<file path="src/include/tseq_defs.svh">
// ==============================
// test sequencer sizes, register
// addresses and poll wait length
// ==============================
`ifndef TSEQ_DEFS_SVH
`define TSEQ_DEFS_SVH

// byte address of the first window word
`define TSEQ_MEM_BASE     16'h1000
// words filled and read back
`define TSEQ_FILL_WORDS   64
// a write here starts the peripheral
`define TSEQ_REG_GO       16'h0000
// bit 0 set when the peripheral is idle
`define TSEQ_REG_STATUS   16'h0008
`define TSEQ_WAIT_CYCLES  16

`endif

</file>
<file path="src/source/tseq_pkg.sv">
// ==============================
// shared types of the test sequencer
// words, addresses, microinstruction
// and the opcode / register enums
// ==============================
`default_nettype none

package tseq_pkg;

   typedef logic [31:0] word_t;   // data word
   typedef logic [15:0] paddr_t;  // apb byte address
   typedef logic [7:0]  uaddr_t;  // microcode address

   // opcode[47:44] dst[43:41] src[40:38] target[37:32] imm[31:0]
   typedef logic [47:0] uinst_t;

   typedef enum logic [3:0] {
      OP_NOP   = 4'd0,
      OP_WRITE = 4'd1,
      OP_READ  = 4'd2,
      OP_ADD   = 4'd3,   // dst = src + imm
      OP_SUB   = 4'd4,   // dst = src - imm
      OP_TST   = 4'd5,   // branch if (dst & src) == 0
      OP_CMP   = 4'd6,   // branch if dst == src
      OP_JMP   = 4'd7,
      OP_DONE  = 4'd8,
      OP_WAIT  = 4'd9,
      OP_FAULT = 4'd15
   } opcode_e;

   typedef enum logic [2:0] {
      R_NONE = 3'd0,
      R_A    = 3'd1,   // bus address
      R_B    = 3'd2,   // loop count
      R_C    = 3'd3,
      R_D    = 3'd4,   // bus data
      R_I    = 3'd5,   // immediate
      R_P    = 3'd7    // expected pattern for a
   } reg_sel_e;

endpackage

`default_nettype wire

</file>
<file path="src/source/tseq_urom.sv">
// ==============================
// microcode ROM, registered output
// fill, start, poll and compare program
// ==============================
`timescale 1ns/100ps
`default_nettype none
`include "tseq_defs.svh"

module tseq_urom (
   input  logic             clk,
   input  logic             reset,
   input  tseq_pkg::uaddr_t fetch_addr,
   output tseq_pkg::uinst_t uinst
);

   function automatic tseq_pkg::uinst_t ui(input tseq_pkg::opcode_e  op,
                                           input tseq_pkg::reg_sel_e dsel,
                                           input tseq_pkg::reg_sel_e ssel,
                                           input logic [5:0]         target,
                                           input tseq_pkg::word_t    imm);
      return {op, dsel, ssel, target, imm};
   endfunction

   always_ff @(posedge clk)
   begin
      if (reset)
         uinst <= ui(tseq_pkg::OP_NOP, tseq_pkg::R_NONE, tseq_pkg::R_NONE, 6'h00, '0);
      else
         case (fetch_addr)
            // fill the window with the address pattern
            8'h00: uinst <= ui(tseq_pkg::OP_ADD, tseq_pkg::R_A, tseq_pkg::R_NONE,
                               6'h00, 32'(`TSEQ_MEM_BASE));       // a = base
            8'h01: uinst <= ui(tseq_pkg::OP_ADD, tseq_pkg::R_B, tseq_pkg::R_NONE,
                               6'h00, 32'h0);                     // b = 0
            8'h02: uinst <= ui(tseq_pkg::OP_ADD, tseq_pkg::R_D, tseq_pkg::R_P,
                               6'h00, 32'h0);                     // d = pattern(a)
            8'h03: uinst <= ui(tseq_pkg::OP_WRITE, tseq_pkg::R_NONE, tseq_pkg::R_NONE,
                               6'h00, 32'h0);
            8'h04: uinst <= ui(tseq_pkg::OP_ADD, tseq_pkg::R_A, tseq_pkg::R_A,
                               6'h00, 32'h4);                     // next word
            8'h05: uinst <= ui(tseq_pkg::OP_ADD, tseq_pkg::R_B, tseq_pkg::R_B,
                               6'h00, 32'h1);
            8'h06: uinst <= ui(tseq_pkg::OP_CMP, tseq_pkg::R_B, tseq_pkg::R_I,
                               6'h08, 32'(`TSEQ_FILL_WORDS));
            8'h07: uinst <= ui(tseq_pkg::OP_JMP, tseq_pkg::R_NONE, tseq_pkg::R_NONE,
                               6'h02, 32'h0);
            // kick the peripheral
            8'h08: uinst <= ui(tseq_pkg::OP_ADD, tseq_pkg::R_A, tseq_pkg::R_NONE,
                               6'h00, 32'(`TSEQ_REG_GO));
            8'h09: uinst <= ui(tseq_pkg::OP_ADD, tseq_pkg::R_D, tseq_pkg::R_NONE,
                               6'h00, 32'h1);
            8'h0a: uinst <= ui(tseq_pkg::OP_WRITE, tseq_pkg::R_NONE, tseq_pkg::R_NONE,
                               6'h00, 32'h0);
            // poll until idle
            8'h0b: uinst <= ui(tseq_pkg::OP_ADD, tseq_pkg::R_A, tseq_pkg::R_NONE,
                               6'h00, 32'(`TSEQ_REG_STATUS));
            8'h0c: uinst <= ui(tseq_pkg::OP_WAIT, tseq_pkg::R_NONE, tseq_pkg::R_NONE,
                               6'h00, 32'h0);
            8'h0d: uinst <= ui(tseq_pkg::OP_READ, tseq_pkg::R_NONE, tseq_pkg::R_NONE,
                               6'h00, 32'h0);
            8'h0e: uinst <= ui(tseq_pkg::OP_TST, tseq_pkg::R_D, tseq_pkg::R_I,
                               6'h0c, 32'h1);                     // busy, poll again
            // read back and compare
            8'h0f: uinst <= ui(tseq_pkg::OP_ADD, tseq_pkg::R_A, tseq_pkg::R_NONE,
                               6'h00, 32'(`TSEQ_MEM_BASE));
            8'h10: uinst <= ui(tseq_pkg::OP_ADD, tseq_pkg::R_B, tseq_pkg::R_NONE,
                               6'h00, 32'h0);
            8'h11: uinst <= ui(tseq_pkg::OP_READ, tseq_pkg::R_NONE, tseq_pkg::R_NONE,
                               6'h00, 32'h0);
            8'h12: uinst <= ui(tseq_pkg::OP_CMP, tseq_pkg::R_D, tseq_pkg::R_P,
                               6'h14, 32'h0);                     // match skips fault
            8'h13: uinst <= ui(tseq_pkg::OP_FAULT, tseq_pkg::R_NONE, tseq_pkg::R_NONE,
                               6'h00, 32'h0);
            8'h14: uinst <= ui(tseq_pkg::OP_ADD, tseq_pkg::R_A, tseq_pkg::R_A,
                               6'h00, 32'h4);
            8'h15: uinst <= ui(tseq_pkg::OP_ADD, tseq_pkg::R_B, tseq_pkg::R_B,
                               6'h00, 32'h1);
            8'h16: uinst <= ui(tseq_pkg::OP_CMP, tseq_pkg::R_B, tseq_pkg::R_I,
                               6'h18, 32'(`TSEQ_FILL_WORDS));
            8'h17: uinst <= ui(tseq_pkg::OP_JMP, tseq_pkg::R_NONE, tseq_pkg::R_NONE,
                               6'h11, 32'h0);
            8'h18: uinst <= ui(tseq_pkg::OP_DONE, tseq_pkg::R_NONE, tseq_pkg::R_NONE,
                               6'h00, 32'h0);
            default:
               uinst <= ui(tseq_pkg::OP_JMP, tseq_pkg::R_NONE, tseq_pkg::R_NONE,
                           6'h00, 32'h0);
         endcase
   end

endmodule

`default_nettype wire

</file>
<file path="src/source/tseq_exec.sv">
// ==============================
// execute stage: pc, stall, branch,
// registers, alu, pattern, wait, halt
// ==============================
`timescale 1ns/100ps
`default_nettype none
`include "tseq_defs.svh"

module tseq_exec (
   input  logic             clk,
   input  logic             reset,
   input  logic             start,
   input  tseq_pkg::uinst_t uinst,
   output tseq_pkg::uaddr_t fetch_addr,
   output tseq_pkg::uaddr_t pc,
   output logic             mem_req,
   output logic             mem_write,
   output tseq_pkg::paddr_t mem_addr,
   output tseq_pkg::word_t  mem_wdata,
   input  logic             mem_ack,
   input  tseq_pkg::word_t  mem_rdata,
   input  logic             mem_err,
   output logic             done,
   output logic             fault
);

   tseq_pkg::opcode_e  op;
   tseq_pkg::reg_sel_e dsel;
   tseq_pkg::reg_sel_e ssel;
   logic [5:0]         target;
   tseq_pkg::word_t    imm;
   tseq_pkg::word_t    reg_a;
   tseq_pkg::word_t    reg_b;
   tseq_pkg::word_t    reg_c;
   tseq_pkg::word_t    reg_d;
   tseq_pkg::word_t    pattern;
   tseq_pkg::word_t    src;
   tseq_pkg::word_t    dst;
   tseq_pkg::word_t    alu_res;
   tseq_pkg::uaddr_t   npc;
   logic [7:0]         wait_cnt;
   logic               wait_done;
   logic               is_bus;
   logic               is_alu;
   logic               halted;
   logic               ack_seen;
   logic               bus_ok;
   logic               take_branch;
   logic               stall;
   logic               advance;

   assign op     = tseq_pkg::opcode_e'(uinst[47:44]);
   assign dsel   = tseq_pkg::reg_sel_e'(uinst[43:41]);
   assign ssel   = tseq_pkg::reg_sel_e'(uinst[40:38]);
   assign target = uinst[37:32];
   assign imm    = uinst[31:0];

   assign pattern = {~reg_a[15:0], reg_a[15:0]};

   always_comb
   begin
      case (ssel)
         tseq_pkg::R_A: src = reg_a;
         tseq_pkg::R_B: src = reg_b;
         tseq_pkg::R_C: src = reg_c;
         tseq_pkg::R_D: src = reg_d;
         tseq_pkg::R_I: src = imm;
         tseq_pkg::R_P: src = pattern;
         default:       src = '0;
      endcase
   end

   always_comb
   begin
      case (dsel)
         tseq_pkg::R_A: dst = reg_a;
         tseq_pkg::R_B: dst = reg_b;
         tseq_pkg::R_C: dst = reg_c;
         tseq_pkg::R_D: dst = reg_d;
         default:       dst = '0;
      endcase
   end

   assign alu_res = (op == tseq_pkg::OP_SUB) ? src - imm : src + imm;
   assign is_alu  = (op == tseq_pkg::OP_ADD) || (op == tseq_pkg::OP_SUB);
   assign is_bus  = (op == tseq_pkg::OP_WRITE) || (op == tseq_pkg::OP_READ);

   assign take_branch = ((op == tseq_pkg::OP_TST) && ~|(dst & src)) ||
                        ((op == tseq_pkg::OP_CMP) && (dst == src)) ||
                        (op == tseq_pkg::OP_JMP);

   assign halted    = done | fault;
   assign bus_ok    = mem_ack | ack_seen;
   assign wait_done = wait_cnt == 8'(`TSEQ_WAIT_CYCLES - 1);

   assign stall = ~start || halted ||
                  (op == tseq_pkg::OP_DONE) || (op == tseq_pkg::OP_FAULT) ||
                  ((op == tseq_pkg::OP_WAIT) && ~wait_done) ||
                  (is_bus && ~bus_ok) ||
                  (mem_ack && mem_err);   // hold on the failing transfer
   assign advance = ~stall;

   assign npc        = take_branch ? {2'b00, target} : pc + 8'd1;
   assign fetch_addr = stall ? pc : npc;   // replay current word when stalled

   assign mem_req   = is_bus && start && ~halted && ~ack_seen;
   assign mem_write = op == tseq_pkg::OP_WRITE;
   assign mem_addr  = reg_a[15:0];
   assign mem_wdata = reg_d;

   always_ff @(posedge clk)
   begin
      if (reset)
         pc <= '1;   // first fetch wraps to 0
      else if (advance)
         pc <= npc;
   end

   // ack that landed while start was low
   always_ff @(posedge clk)
   begin
      if (reset)
         ack_seen <= 1'b0;
      else if (advance)
         ack_seen <= 1'b0;
      else if (mem_ack)
         ack_seen <= 1'b1;
   end

   always_ff @(posedge clk)
   begin
      if (reset)
         wait_cnt <= '0;
      else if (advance)
         wait_cnt <= '0;
      else if ((op == tseq_pkg::OP_WAIT) && ~wait_done)
         wait_cnt <= wait_cnt + 8'd1;
   end

   always_ff @(posedge clk)
   begin
      if (advance && is_alu)
         case (dsel)
            tseq_pkg::R_A: reg_a <= alu_res;
            tseq_pkg::R_B: reg_b <= alu_res;
            tseq_pkg::R_C: reg_c <= alu_res;
            default: ;
         endcase
      if (mem_ack && (op == tseq_pkg::OP_READ))
         reg_d <= mem_rdata;
      else if (advance && is_alu && (dsel == tseq_pkg::R_D))
         reg_d <= alu_res;
   end

   always_ff @(posedge clk)
   begin
      if (reset)
      begin
         done  <= 1'b0;
         fault <= 1'b0;
      end
      else
      begin
         if (start && ~halted && (op == tseq_pkg::OP_DONE))
            done <= 1'b1;
         if ((start && ~halted && (op == tseq_pkg::OP_FAULT)) || (mem_ack && mem_err))
            fault <= 1'b1;   // sticky until reset
      end
   end

endmodule

`default_nettype wire

</file>
<file path="src/source/tseq_apb_master.sv">
// ==============================
// APB master, one transfer per request
// ==============================
`timescale 1ns/100ps
`default_nettype none

module tseq_apb_master (
   input  logic             clk,
   input  logic             reset,
   input  logic             mem_req,
   input  logic             mem_write,
   input  tseq_pkg::paddr_t mem_addr,
   input  tseq_pkg::word_t  mem_wdata,
   output logic             mem_ack,
   output tseq_pkg::word_t  mem_rdata,
   output logic             mem_err,
   output logic             psel,
   output logic             penable,
   output logic             pwrite,
   output tseq_pkg::paddr_t paddr,
   output tseq_pkg::word_t  pwdata,
   input  tseq_pkg::word_t  prdata,
   input  logic             pready,
   input  logic             pslverr
);

   typedef enum logic [1:0] {
      ST_IDLE,
      ST_SETUP,
      ST_ACCESS
   } apb_state_e;

   apb_state_e state;

   always_ff @(posedge clk)
   begin
      if (reset)
         state <= ST_IDLE;
      else
         case (state)
            ST_IDLE:
               if (mem_req)
                  state <= ST_SETUP;
            ST_SETUP:
               state <= ST_ACCESS;
            ST_ACCESS:
               if (pready)
                  state <= ST_IDLE;   // wait states just hold here
            default:
               state <= ST_IDLE;
         endcase
   end

   // address phase captured once, stable to the end
   always_ff @(posedge clk)
   begin
      if ((state == ST_IDLE) && mem_req)
      begin
         paddr  <= mem_addr;
         pwrite <= mem_write;
         pwdata <= mem_wdata;
      end
   end

   assign psel    = state != ST_IDLE;
   assign penable = state == ST_ACCESS;

   assign mem_ack   = (state == ST_ACCESS) && pready;
   assign mem_rdata = prdata;
   assign mem_err   = mem_ack && pslverr;

endmodule

`default_nettype wire

</file>
<file path="src/source/tseq_top.sv">
// ==============================
// sequencer top: rom fetch, execute
// and APB master
// ==============================
`timescale 1ns/100ps
`default_nettype none

module tseq_top (
   input  logic             clk,
   input  logic             reset,
   input  logic             start,
   output logic             done,
   output logic             fault,
   output tseq_pkg::uaddr_t pc,
   output logic             psel,
   output logic             penable,
   output logic             pwrite,
   output tseq_pkg::paddr_t paddr,
   output tseq_pkg::word_t  pwdata,
   input  tseq_pkg::word_t  prdata,
   input  logic             pready,
   input  logic             pslverr
);

   tseq_pkg::uaddr_t fetch_addr;
   tseq_pkg::uinst_t uinst;
   logic             mem_req;
   logic             mem_write;
   tseq_pkg::paddr_t mem_addr;
   tseq_pkg::word_t  mem_wdata;
   logic             mem_ack;
   tseq_pkg::word_t  mem_rdata;
   logic             mem_err;

   tseq_urom u_urom (
      .clk        (clk),
      .reset      (reset),
      .fetch_addr (fetch_addr),
      .uinst      (uinst)
   );

   tseq_exec u_exec (
      .clk        (clk),
      .reset      (reset),
      .start      (start),
      .uinst      (uinst),
      .fetch_addr (fetch_addr),
      .pc         (pc),
      .mem_req    (mem_req),
      .mem_write  (mem_write),
      .mem_addr   (mem_addr),
      .mem_wdata  (mem_wdata),
      .mem_ack    (mem_ack),
      .mem_rdata  (mem_rdata),
      .mem_err    (mem_err),
      .done       (done),
      .fault      (fault)
   );

   tseq_apb_master u_apb (
      .clk       (clk),
      .reset     (reset),
      .mem_req   (mem_req),
      .mem_write (mem_write),
      .mem_addr  (mem_addr),
      .mem_wdata (mem_wdata),
      .mem_ack   (mem_ack),
      .mem_rdata (mem_rdata),
      .mem_err   (mem_err),
      .psel      (psel),
      .penable   (penable),
      .pwrite    (pwrite),
      .paddr     (paddr),
      .pwdata    (pwdata),
      .prdata    (prdata),
      .pready    (pready),
      .pslverr   (pslverr)
   );

endmodule

`default_nettype wire

</file>
<file path="config.mk">
export PLATFORM = sky130hd
export DESIGN_NAME = tseq_top
export DESIGN_NICKNAME = d
export VERILOG_FILES = /design/src/source/tseq_pkg.sv /design/src/source/tseq_urom.sv /design/src/source/tseq_exec.sv /design/src/source/tseq_apb_master.sv /design/src/source/tseq_top.sv
export VERILOG_INCLUDE_DIRS = /design/src /design/src/include
export SDC_FILE = /design/constraint.sdc
export NUM_CORES = 1
export LEC_CHECK = 0
export ABC_AREA = 1
export BUFFER_PORTS_ARGS = -buffer_cell sky130_fd_sc_hd__buf_2
export CAP_MARGIN = 20
export CORE_MARGIN = 3
export CORE_UTILIZATION = 50
export DETAILED_ROUTE_END_ITERATION = 12
export GPL_ROUTABILITY_DRIVEN = 1
export PLACE_DENSITY_LB_ADDON = 0.25
export SLEW_MARGIN = 10
export SYNTH_ARGS = -nofsm -noshare
export SYNTH_HDL_FRONTEND = slang
export SYNTH_SLANG_ARGS = --single-unit
</file>
<file path="constraint.sdc">
create_clock -name clk -period 5.3 [get_ports clk]
set_clock_uncertainty 0.05 [all_clocks]
set_input_delay 1.06 -clock clk [delete_from_list [all_inputs] [get_ports clk]]
set_output_delay 1.06 -clock clk [all_outputs]
set_load 0.02 [all_outputs]
</file>
==> results.sh, run 1 <==
export IMPL_antenna_left=0
export IMPL_hold_depth=0
export IMPL_max_freq_ghz=0.218
export IMPL_dominantRegCellSynth="edfxtp_1"
export IMPL_synthTopCellsByCount="nand2_1 (275), inv_1 (213), edfxtp_1 (177)"
export IMPL_finalSetupTns_ps=0
export IMPL_die_w_um=163
export IMPL_holdPathEnd="u_apb.pwdata[2]$_DFFE_PP_"
export IMPL_syn2layout_area_growth_pct=15.6
export IMPL_viasPerCell=5.68
export IMPL_synth_most_common_cell="nand2_1"
export IMPL_status="finished, final reports clean"
export IMPL_p_leak_nw=6.49
export IMPL_cts_root_buf="clkbuf_16"
export IMPL_slowest_delay_ps=590
export IMPL_critical_path_class="flip-flop to flip-flop"
export IMPL_synthArstFlopShare_pct=0
export IMPL_fin_nets=1598
export IMPL_synth_cells=1368
export IMPL_rr_startpoint="u_urom.uinst[41]$_SDFF_PP0_"
export IMPL_synth_top_area_cell="edfxtp_1"
export IMPL_setup_viol=0
export IMPL_p_per_area_nw_per_um2=411
export IMPL_synth_edf_count=177
export IMPL_cts_sinks=218
export IMPL_cp_top_family="simple AND/OR/NAND/NOR gates"
export IMPL_drv_slew=0
export IMPL_core_um2=24300
export IMPL_ys_ff_latch=218
export IMPL_maxCapViolations=0
export IMPL_yosys_area_top_type_share_pct=42.9
export IMPL_numCtsBuffers=24
export IMPL_reg2reg_to="u_urom.uinst[38]$_SDFF_PP0_"
export IMPL_fin_ws_ps=706
export IMPL_drc_errors=0
export IMPL_finalCritPeriodShare_pct=86.7
export IMPL_cpMostUsedCell="nand2_1"
export IMPL_drt_pass1_iterations=5
export IMPL_yosysWarnings=0
export IMPL_syn_nets=1477
export IMPL_port_buffers=97
export IMPL_synthDistinctLibCells=54
export IMPL_cp_end_kind="flip-flop"
export IMPL_pin_count=98
export IMPL_dieHeight_um=163
export IMPL_antenna_found_initial=1
export IMPL_drive_gt1_share_pct=15.5
export IMPL_arrival_ps=4960
export IMPL_cp_start_kind="flip-flop"
export IMPL_cts_tree="done"
export IMPL_gp_congestion=0.950
export IMPL_wl_per_cell_um=20.6
export IMPL_slew_headroom_pct=35.2
export IMPL_first_iter_violations=998
export IMPL_dr_total_vias=10392
export IMPL_worstMarginPinSlew_ps=972
export IMPL_syn_area_um2=12400
export IMPL_holdCritStartpoint="u_exec.mem_wdata[2]$_DFFE_PP_"
export IMPL_rows=57
export IMPL_worstSkewPairLatency_ps=530
export IMPL_cts_resized=0
export IMPL_diodes=0
export IMPL_seq_area_frac_synth_pct=49.5
export IMPL_vdd_drop_max_mv=0.256
export IMPL_grt_overflow_total=0
export IMPL_syn_avg_cell_area_um2=9.06
export IMPL_crit_required_ps=5670
export IMPL_synth_area_top_cells="edfxtp_1 (43%), nand2_1 (8.3%), ha_1 (7.2%), dfxtp_1 (6.6%), inv_1 (6.4%)"
export IMPL_crit_fanout=18
export IMPL_cts_htree_levels=1
export IMPL_worst_path_buf_inv=4
export IMPL_rsz0062_at_grt="false"
export IMPL_post_place_ws_ps=810
export IMPL_worstHoldPathType="flip-flop to flip-flop"
export IMPL_start_util_pct=51.0
export IMPL_worst_r2r_setup_slack_ps=710
export IMPL_period_minus_slack_ps=4590
export IMPL_cts_buffer_depth=3
export IMPL_wirelength_um=37700
export IMPL_grt_max_degree=33
export IMPL_dp_hpwl_um=27800
export IMPL_hold_buffers=0
export IMPL_clk_pin_slew_ps=70
export IMPL_grt_pass1_wl_um=56700
export IMPL_hold_violations=0
export IMPL_reg2reg_depth=22
export IMPL_postCtsSetupRepairBufs=0
export IMPL_critPathSlowestCell="dfxtp_1"
export IMPL_grt_use_total_pct=27.9
export IMPL_crit_chain="clkinv_1, nand3_1, buf_4, o22ai_1, inv_1, o221ai_1, ha_1, nor2_1, nand2_1, nor2_1, nand2_1, nor2_1, nand2_1, nand3_4, nand2_1, nand3_2, nand2_2, ha_1, nand2_1, inv_1, nor3_1, o21ai_1"
export IMPL_grt_pass1_vias=10000
export IMPL_fp_dieArea_um2=26700
-- where the power goes --
| group | switching [mW] | internal, mW |
|---|---|---|
| Sequential | 0.0332 | 2.17 |
| Clock | 0.710 | 1.20 |
| Combinational | 1.23 | 0.549 |
| Total | 1.97 | 3.93 |
-- worst register-to-register path, stage by stage, from the launching register on --
cell      delay, ps
dfxtp_1         590
clkinv_1        520
nand3_1         280
buf_4           330
o22ai_1         130
inv_1            60
o221ai_1        100
ha_1            200
nor2_1          130
nand2_1         140
nor2_1          180
nand2_1         120
nor2_1          180
nand2_1         200
nand3_4         160
nand2_1          80
nand3_2          70
nand2_2         110
ha_1            240
nand2_1         240
inv_1           100
nor3_1          190
o21ai_1          70
-- per-stage QoR --
| step | instances | power, mW | instance area, um^2 | util [%] | hold WS [ps] |
|---|---|---|---|---|---|
| 6_report | 1831 | 5.90 | 14300 | 59.0 | 405 |
| 5_1_grt | 1831 | 6.19 | 14300 | 59.0 | 420 |
| 4_1_cts | 1831 | 5.90 | 14300 | 59.0 | 406 |
| 3_5_place_dp | 1787 | 4.00 | 13400 | 55.2 | 395 |
| 3_3_place_gp | 1787 | 3.97 | 13400 | 55.2 | 384 |
| 2_1_floorplan | 1368 | 3.44 | 12400 | - | 376 |
-- final cells by class --
| type | instances | area, um^2 |
|---|---|---|
| clock inverters | 18 | 283 |
| well taps | 324 | 405 |
| fillers | 2156 | 9980 |
| inverters | 229 | 860 |
| clock buffers | 26 | 629 |
| repair buffers | 131 | 753 |
| multi-input cells | 885 | 5270 |
| flip-flops and latches | 218 | 6140 |
-- state kept, by name (all words and copies together) (netlist names), 16 cells and up --
| signal | flops |
|---|---|
| u_urom.uinst | 20 |
| u_exec.reg_b | 32 |
| u_exec.reg_a | 32 |
| u_exec.reg_c | 32 |
| u_exec.mem_wdata | 32 |
| u_apb.paddr | 16 |
| u_apb.pwdata | 32 |
-- worst max path at each step --
stage	from	endpoint	slack, ps	depth (start not counted)
CTS	u_urom.uinst[41]$_SDFF_PP0_	u_urom.uinst[44]$_SDFF_PP0_	780	23
finish	u_urom.uinst[41]$_SDFF_PP0_	u_urom.uinst[38]$_SDFF_PP0_	710	22
detailed placement	u_urom.uinst[41]$_SDFF_PP0_	u_urom.uinst[38]$_SDFF_PP0_	810	22
global placement	u_urom.uinst[41]$_SDFF_PP0_	u_urom.uinst[43]$_SDFF_PP0_	830	21
global route	u_urom.uinst[41]$_SDFF_PP0_	u_urom.uinst[44]$_SDFF_PP0_	350	23
floorplan	start	u_exec.mem_wdata[0]$_DFFE_PP_	580	9
-- kinds of logic after synthesis --
group	after synthesis	share of synthesized area, %
AOI/OAI and AO/OA	245	13.0
xor gates and xnor gates	34	2.40
adders and majority gates	72	7.33
buffers and inverters	265	8.15
DFF	218	49.5
and+or+nand+nor	534	19.7
-- metal layers --
metal / global-route usage (%) / wire, um / up-vias / share of wire (%)
met5: 0 / 8 / - / 0.021
met3: 5.60 / 3230 / 82 / 8.6
met2: 43.0 / 16400 / 430 / 43
li1: - / - / 4990 / -
met1: 39.3 / 16800 / 4888 / 45
met4: 9.73 / 1280 / 2 / 3.4
-- cell usage in the layout (no fill, tap or decap), types with 33 or more instances in the layout --
| cell type | instances |
|---|---|
| nand2_1 | 275 |
| inv_1 | 212 |
| edfxtp_1 | 177 |
| nor2_1 | 101 |
| buf_2 | 97 |
| ha_1 | 71 |
| a21oi_1 | 61 |
| nand3_1 | 50 |
| o22ai_1 | 46 |
| o221ai_1 | 43 |
| dfxtp_1 | 41 |
| nand4_1 | 34 |
| buf_4 | 33 |
Note: power is estimated with default switching activity, not from simulation.
==> run 2: changes to the inputs <==
--- a/config.mk
+++ b/config.mk
@@ -9,8 +9,10 @@
 export ABC_AREA = 1
 export BUFFER_PORTS_ARGS = -buffer_cell sky130_fd_sc_hd__buf_2
 export CAP_MARGIN = 20
+export CELL_PAD_IN_SITES_DETAIL_PLACEMENT = 0
+export CELL_PAD_IN_SITES_GLOBAL_PLACEMENT = 1
 export CORE_MARGIN = 3
-export CORE_UTILIZATION = 50
+export CORE_UTILIZATION = 47
 export DETAILED_ROUTE_END_ITERATION = 12
 export GPL_ROUTABILITY_DRIVEN = 1
 export PLACE_DENSITY_LB_ADDON = 0.25
==> run 2 against run 1 <==
Effect of this change:
- via count shrank 1.4%
- sequential cell count is the same
- final cell count grew 0.16%
- hold slack got worse by 4.9 ps
- highest routed layer is now met4
==> results.sh, run 2 (synthesized netlist as in run 1, its figures left out) <==
export IMPL_drt_pass1_iterations=6
export IMPL_p_leak_nw=6.40
export IMPL_start_util_pct=48.5
export IMPL_cp_start_kind="flip-flop"
export IMPL_dieHeight_um=168
export IMPL_grt_max_degree=50
export IMPL_grt_pass1_vias=9737
export IMPL_worstSkewPairLatency_ps=530
export IMPL_hold_depth=0
export IMPL_worstSetupEndpoint="u_urom.uinst[38]$_SDFF_PP0_"
export IMPL_first_iter_violations=1078
export IMPL_fin_ws_ps=576
export IMPL_antenna_found_initial=0
export IMPL_status="finished, final reports clean"
export IMPL_finalSetupTns_ps=0
export IMPL_crit_fanout=11
export IMPL_drive_gt1_share_pct=14.7
export IMPL_worstMarginPinSlew_ps=1060
export IMPL_arrival_ps=5100
export IMPL_syn2layout_area_growth_pct=14.2
export IMPL_p_switching_mw=1.93
export IMPL_grt_pass1_wl_um=56200
export IMPL_crit_chain="inv_1, nor3_2, inv_1, nand2_1, inv_1, o221ai_1, ha_1, nor2_1, nand2_1, nor2_1, nand3_1, nor2_1, nor2_1, nand3_1, nand3_2, nand2_2, inv_2, ha_1, nand2_1, inv_1, nor3_1, o21ai_1"
export IMPL_worst_r2r_setup_slack_ps=580
export IMPL_grt_overflow_total=0
export IMPL_fp_dieArea_um2=28400
export IMPL_cp_top_family="simple AND/OR/NAND/NOR gates"
export IMPL_multiInputGateArea_um2=5280
export IMPL_critical_path_class="flip-flop to flip-flop"
export IMPL_max_freq_ghz=0.212
export IMPL_stdcell_area_um2=14200
export IMPL_maxCapViolations=0
export IMPL_hold_buffers=0
export IMPL_hold_violations=0
export IMPL_wl_per_cell_um=20.0
export IMPL_final_common_cell="nand2_1"
export IMPL_slew_headroom_pct=29.5
export IMPL_p_comb_share_pct=30.8
export IMPL_cts_root_buf="clkbuf_16"
export IMPL_cp_num_cells=22
export IMPL_cts_tree="done"
export IMPL_swShare_pct=34.8
export IMPL_cts_buffer_depth=3
export IMPL_worstHoldPathType="flip-flop to flip-flop"
export IMPL_die_w_um=168
export IMPL_fin_util_pct=55.4
export IMPL_rr_startpoint="u_urom.uinst[38]$_SDFF_PP0_"
export IMPL_critPathSlowestCell="nor3_2"
export IMPL_reg2reg_depth=22
export IMPL_vdd_drop_max_mv=0.264
export IMPL_drv_slew=0
export IMPL_crit_required_ps=5670
export IMPL_wirelength_um=36700
export IMPL_cts_resized=0
export IMPL_worst_path_buf_inv=5
export IMPL_power_mw=5.55
export IMPL_viasPerCell=5.59
export IMPL_antenna_left=0
export IMPL_dr_total_vias=10243
export IMPL_n_fill_cell=2363
export IMPL_p_per_area_nw_per_um2=392
export IMPL_pin_count=98
export IMPL_cp_end_kind="flip-flop"
export IMPL_p_clk_share_pct=29.4
export IMPL_p_int_mw=3.61
export IMPL_finalCritPeriodShare_pct=89.1
export IMPL_numCtsBuffers=25
export IMPL_dp_hpwl_um=26800
export IMPL_rsz0062_at_grt="false"
export IMPL_core_um2=25500
export IMPL_drc_errors=0
export IMPL_grt_use_total_pct=25.4
export IMPL_cp_startpoint="u_urom.uinst[38]$_SDFF_PP0_"
export IMPL_slowest_delay_ps=600
export IMPL_postPlaceCellArea_um2=13400
export IMPL_rows=58
export IMPL_cts_htree_levels=1
export IMPL_regArea_um2=6140
export IMPL_post_place_ws_ps=552
export IMPL_cts_sinks=218
export IMPL_reg2reg_to="u_urom.uinst[38]$_SDFF_PP0_"
export IMPL_port_buffers=97
export IMPL_gp_congestion=0.926
export IMPL_clk_pin_slew_ps=70
export IMPL_period_minus_slack_ps=4720
export IMPL_setup_viol=0
export IMPL_final_cell_mix="nand2_1 (275), inv_1 (212), edfxtp_1 (177)"
export IMPL_power_frac_seq_pct=39.8
export IMPL_postCtsSetupRepairBufs=0
export IMPL_fin_nets=1592
==> run 2: cell count changes in the layout (fill, tap and decap cells not counted), moves of 2 or more <==
| cell | before | now |
|---|---|---|
| clkinv_1 | 5 | 8 |
| diode_2 | 0 | 2 |
| bufinv_16 | 7 | 1 |
| inv_6 | 0 | 3 |
| clkbuf_1 | 1 | 5 |
| clkinv_4 | 2 | 0 |
| clkinvlp_4 | 5 | 3 |
| buf_4 | 33 | 26 |
==> run 2: how the worst min path moves through the flow <==
stage                                        start                          to
floorplan               u_exec.reg_a[11]$_DFFE_PP_   u_apb.paddr[11]$_DFFE_PP_
CTS                  u_exec.mem_wdata[4]$_DFFE_PP_   u_apb.pwdata[4]$_DFFE_PP_
global placement    u_exec.mem_wdata[27]$_DFFE_PP_  u_apb.pwdata[27]$_DFFE_PP_
finish               u_exec.mem_wdata[7]$_DFFE_PP_   u_apb.pwdata[7]$_DFFE_PP_
detailed placement   u_exec.mem_wdata[4]$_DFFE_PP_   u_apb.pwdata[4]$_DFFE_PP_
global route         u_exec.mem_wdata[4]$_DFFE_PP_   u_apb.pwdata[4]$_DFFE_PP_
==> run 2: through the flow <==
| step | hold WS (ps) | cells |
|---|---|---|
| floorplan | 376 | 1368 |
| global placement | 383 | 1786 |
| detailed placement | 387 | 1786 |
| CTS | 400 | 1832 |
| global route | 414 | 1832 |
| finish | 400 | 1834 |
==> run 2: per-layer routing <==
metal / up-vias / share of wire [%] / global-route usage, %
met3: 62 / 7.9 / 5.21
met4: 0 / 3.0 / 8.15
met1: 4777 / 46 / 37.0
met2: 425 / 43 / 38.3
li1: 4979 / - / -
met5: - / 0 / 0
==> run 2: layout make-up <==
| class | instances | area share (%) |
|---|---|---|
| Tap cell | 330 | 2.92 |
| Inverter | 229 | 6.07 |
| Timing Repair Buffer | 124 | 4.95 |
| Antenna cell | 2 | 0.0353 |
| Clock buffer | 31 | 4.65 |
| Multi-Input combinational cell | 885 | 37.3 |
| Sequential cell | 218 | 43.3 |
| Clock inverter | 15 | 0.795 |
==> run 2: power groups by stage <==
stage,Combinational [mW],Clock [mW],Sequential (mW)
3_3_place_gp,1.68,0,2.24
6_report,1.71,1.63,2.21
4_1_cts,1.70,1.67,2.21
3_5_place_dp,1.69,0,2.24
2_1_floorplan,1.15,0,2.28
5_1_grt,1.92,1.74,2.21
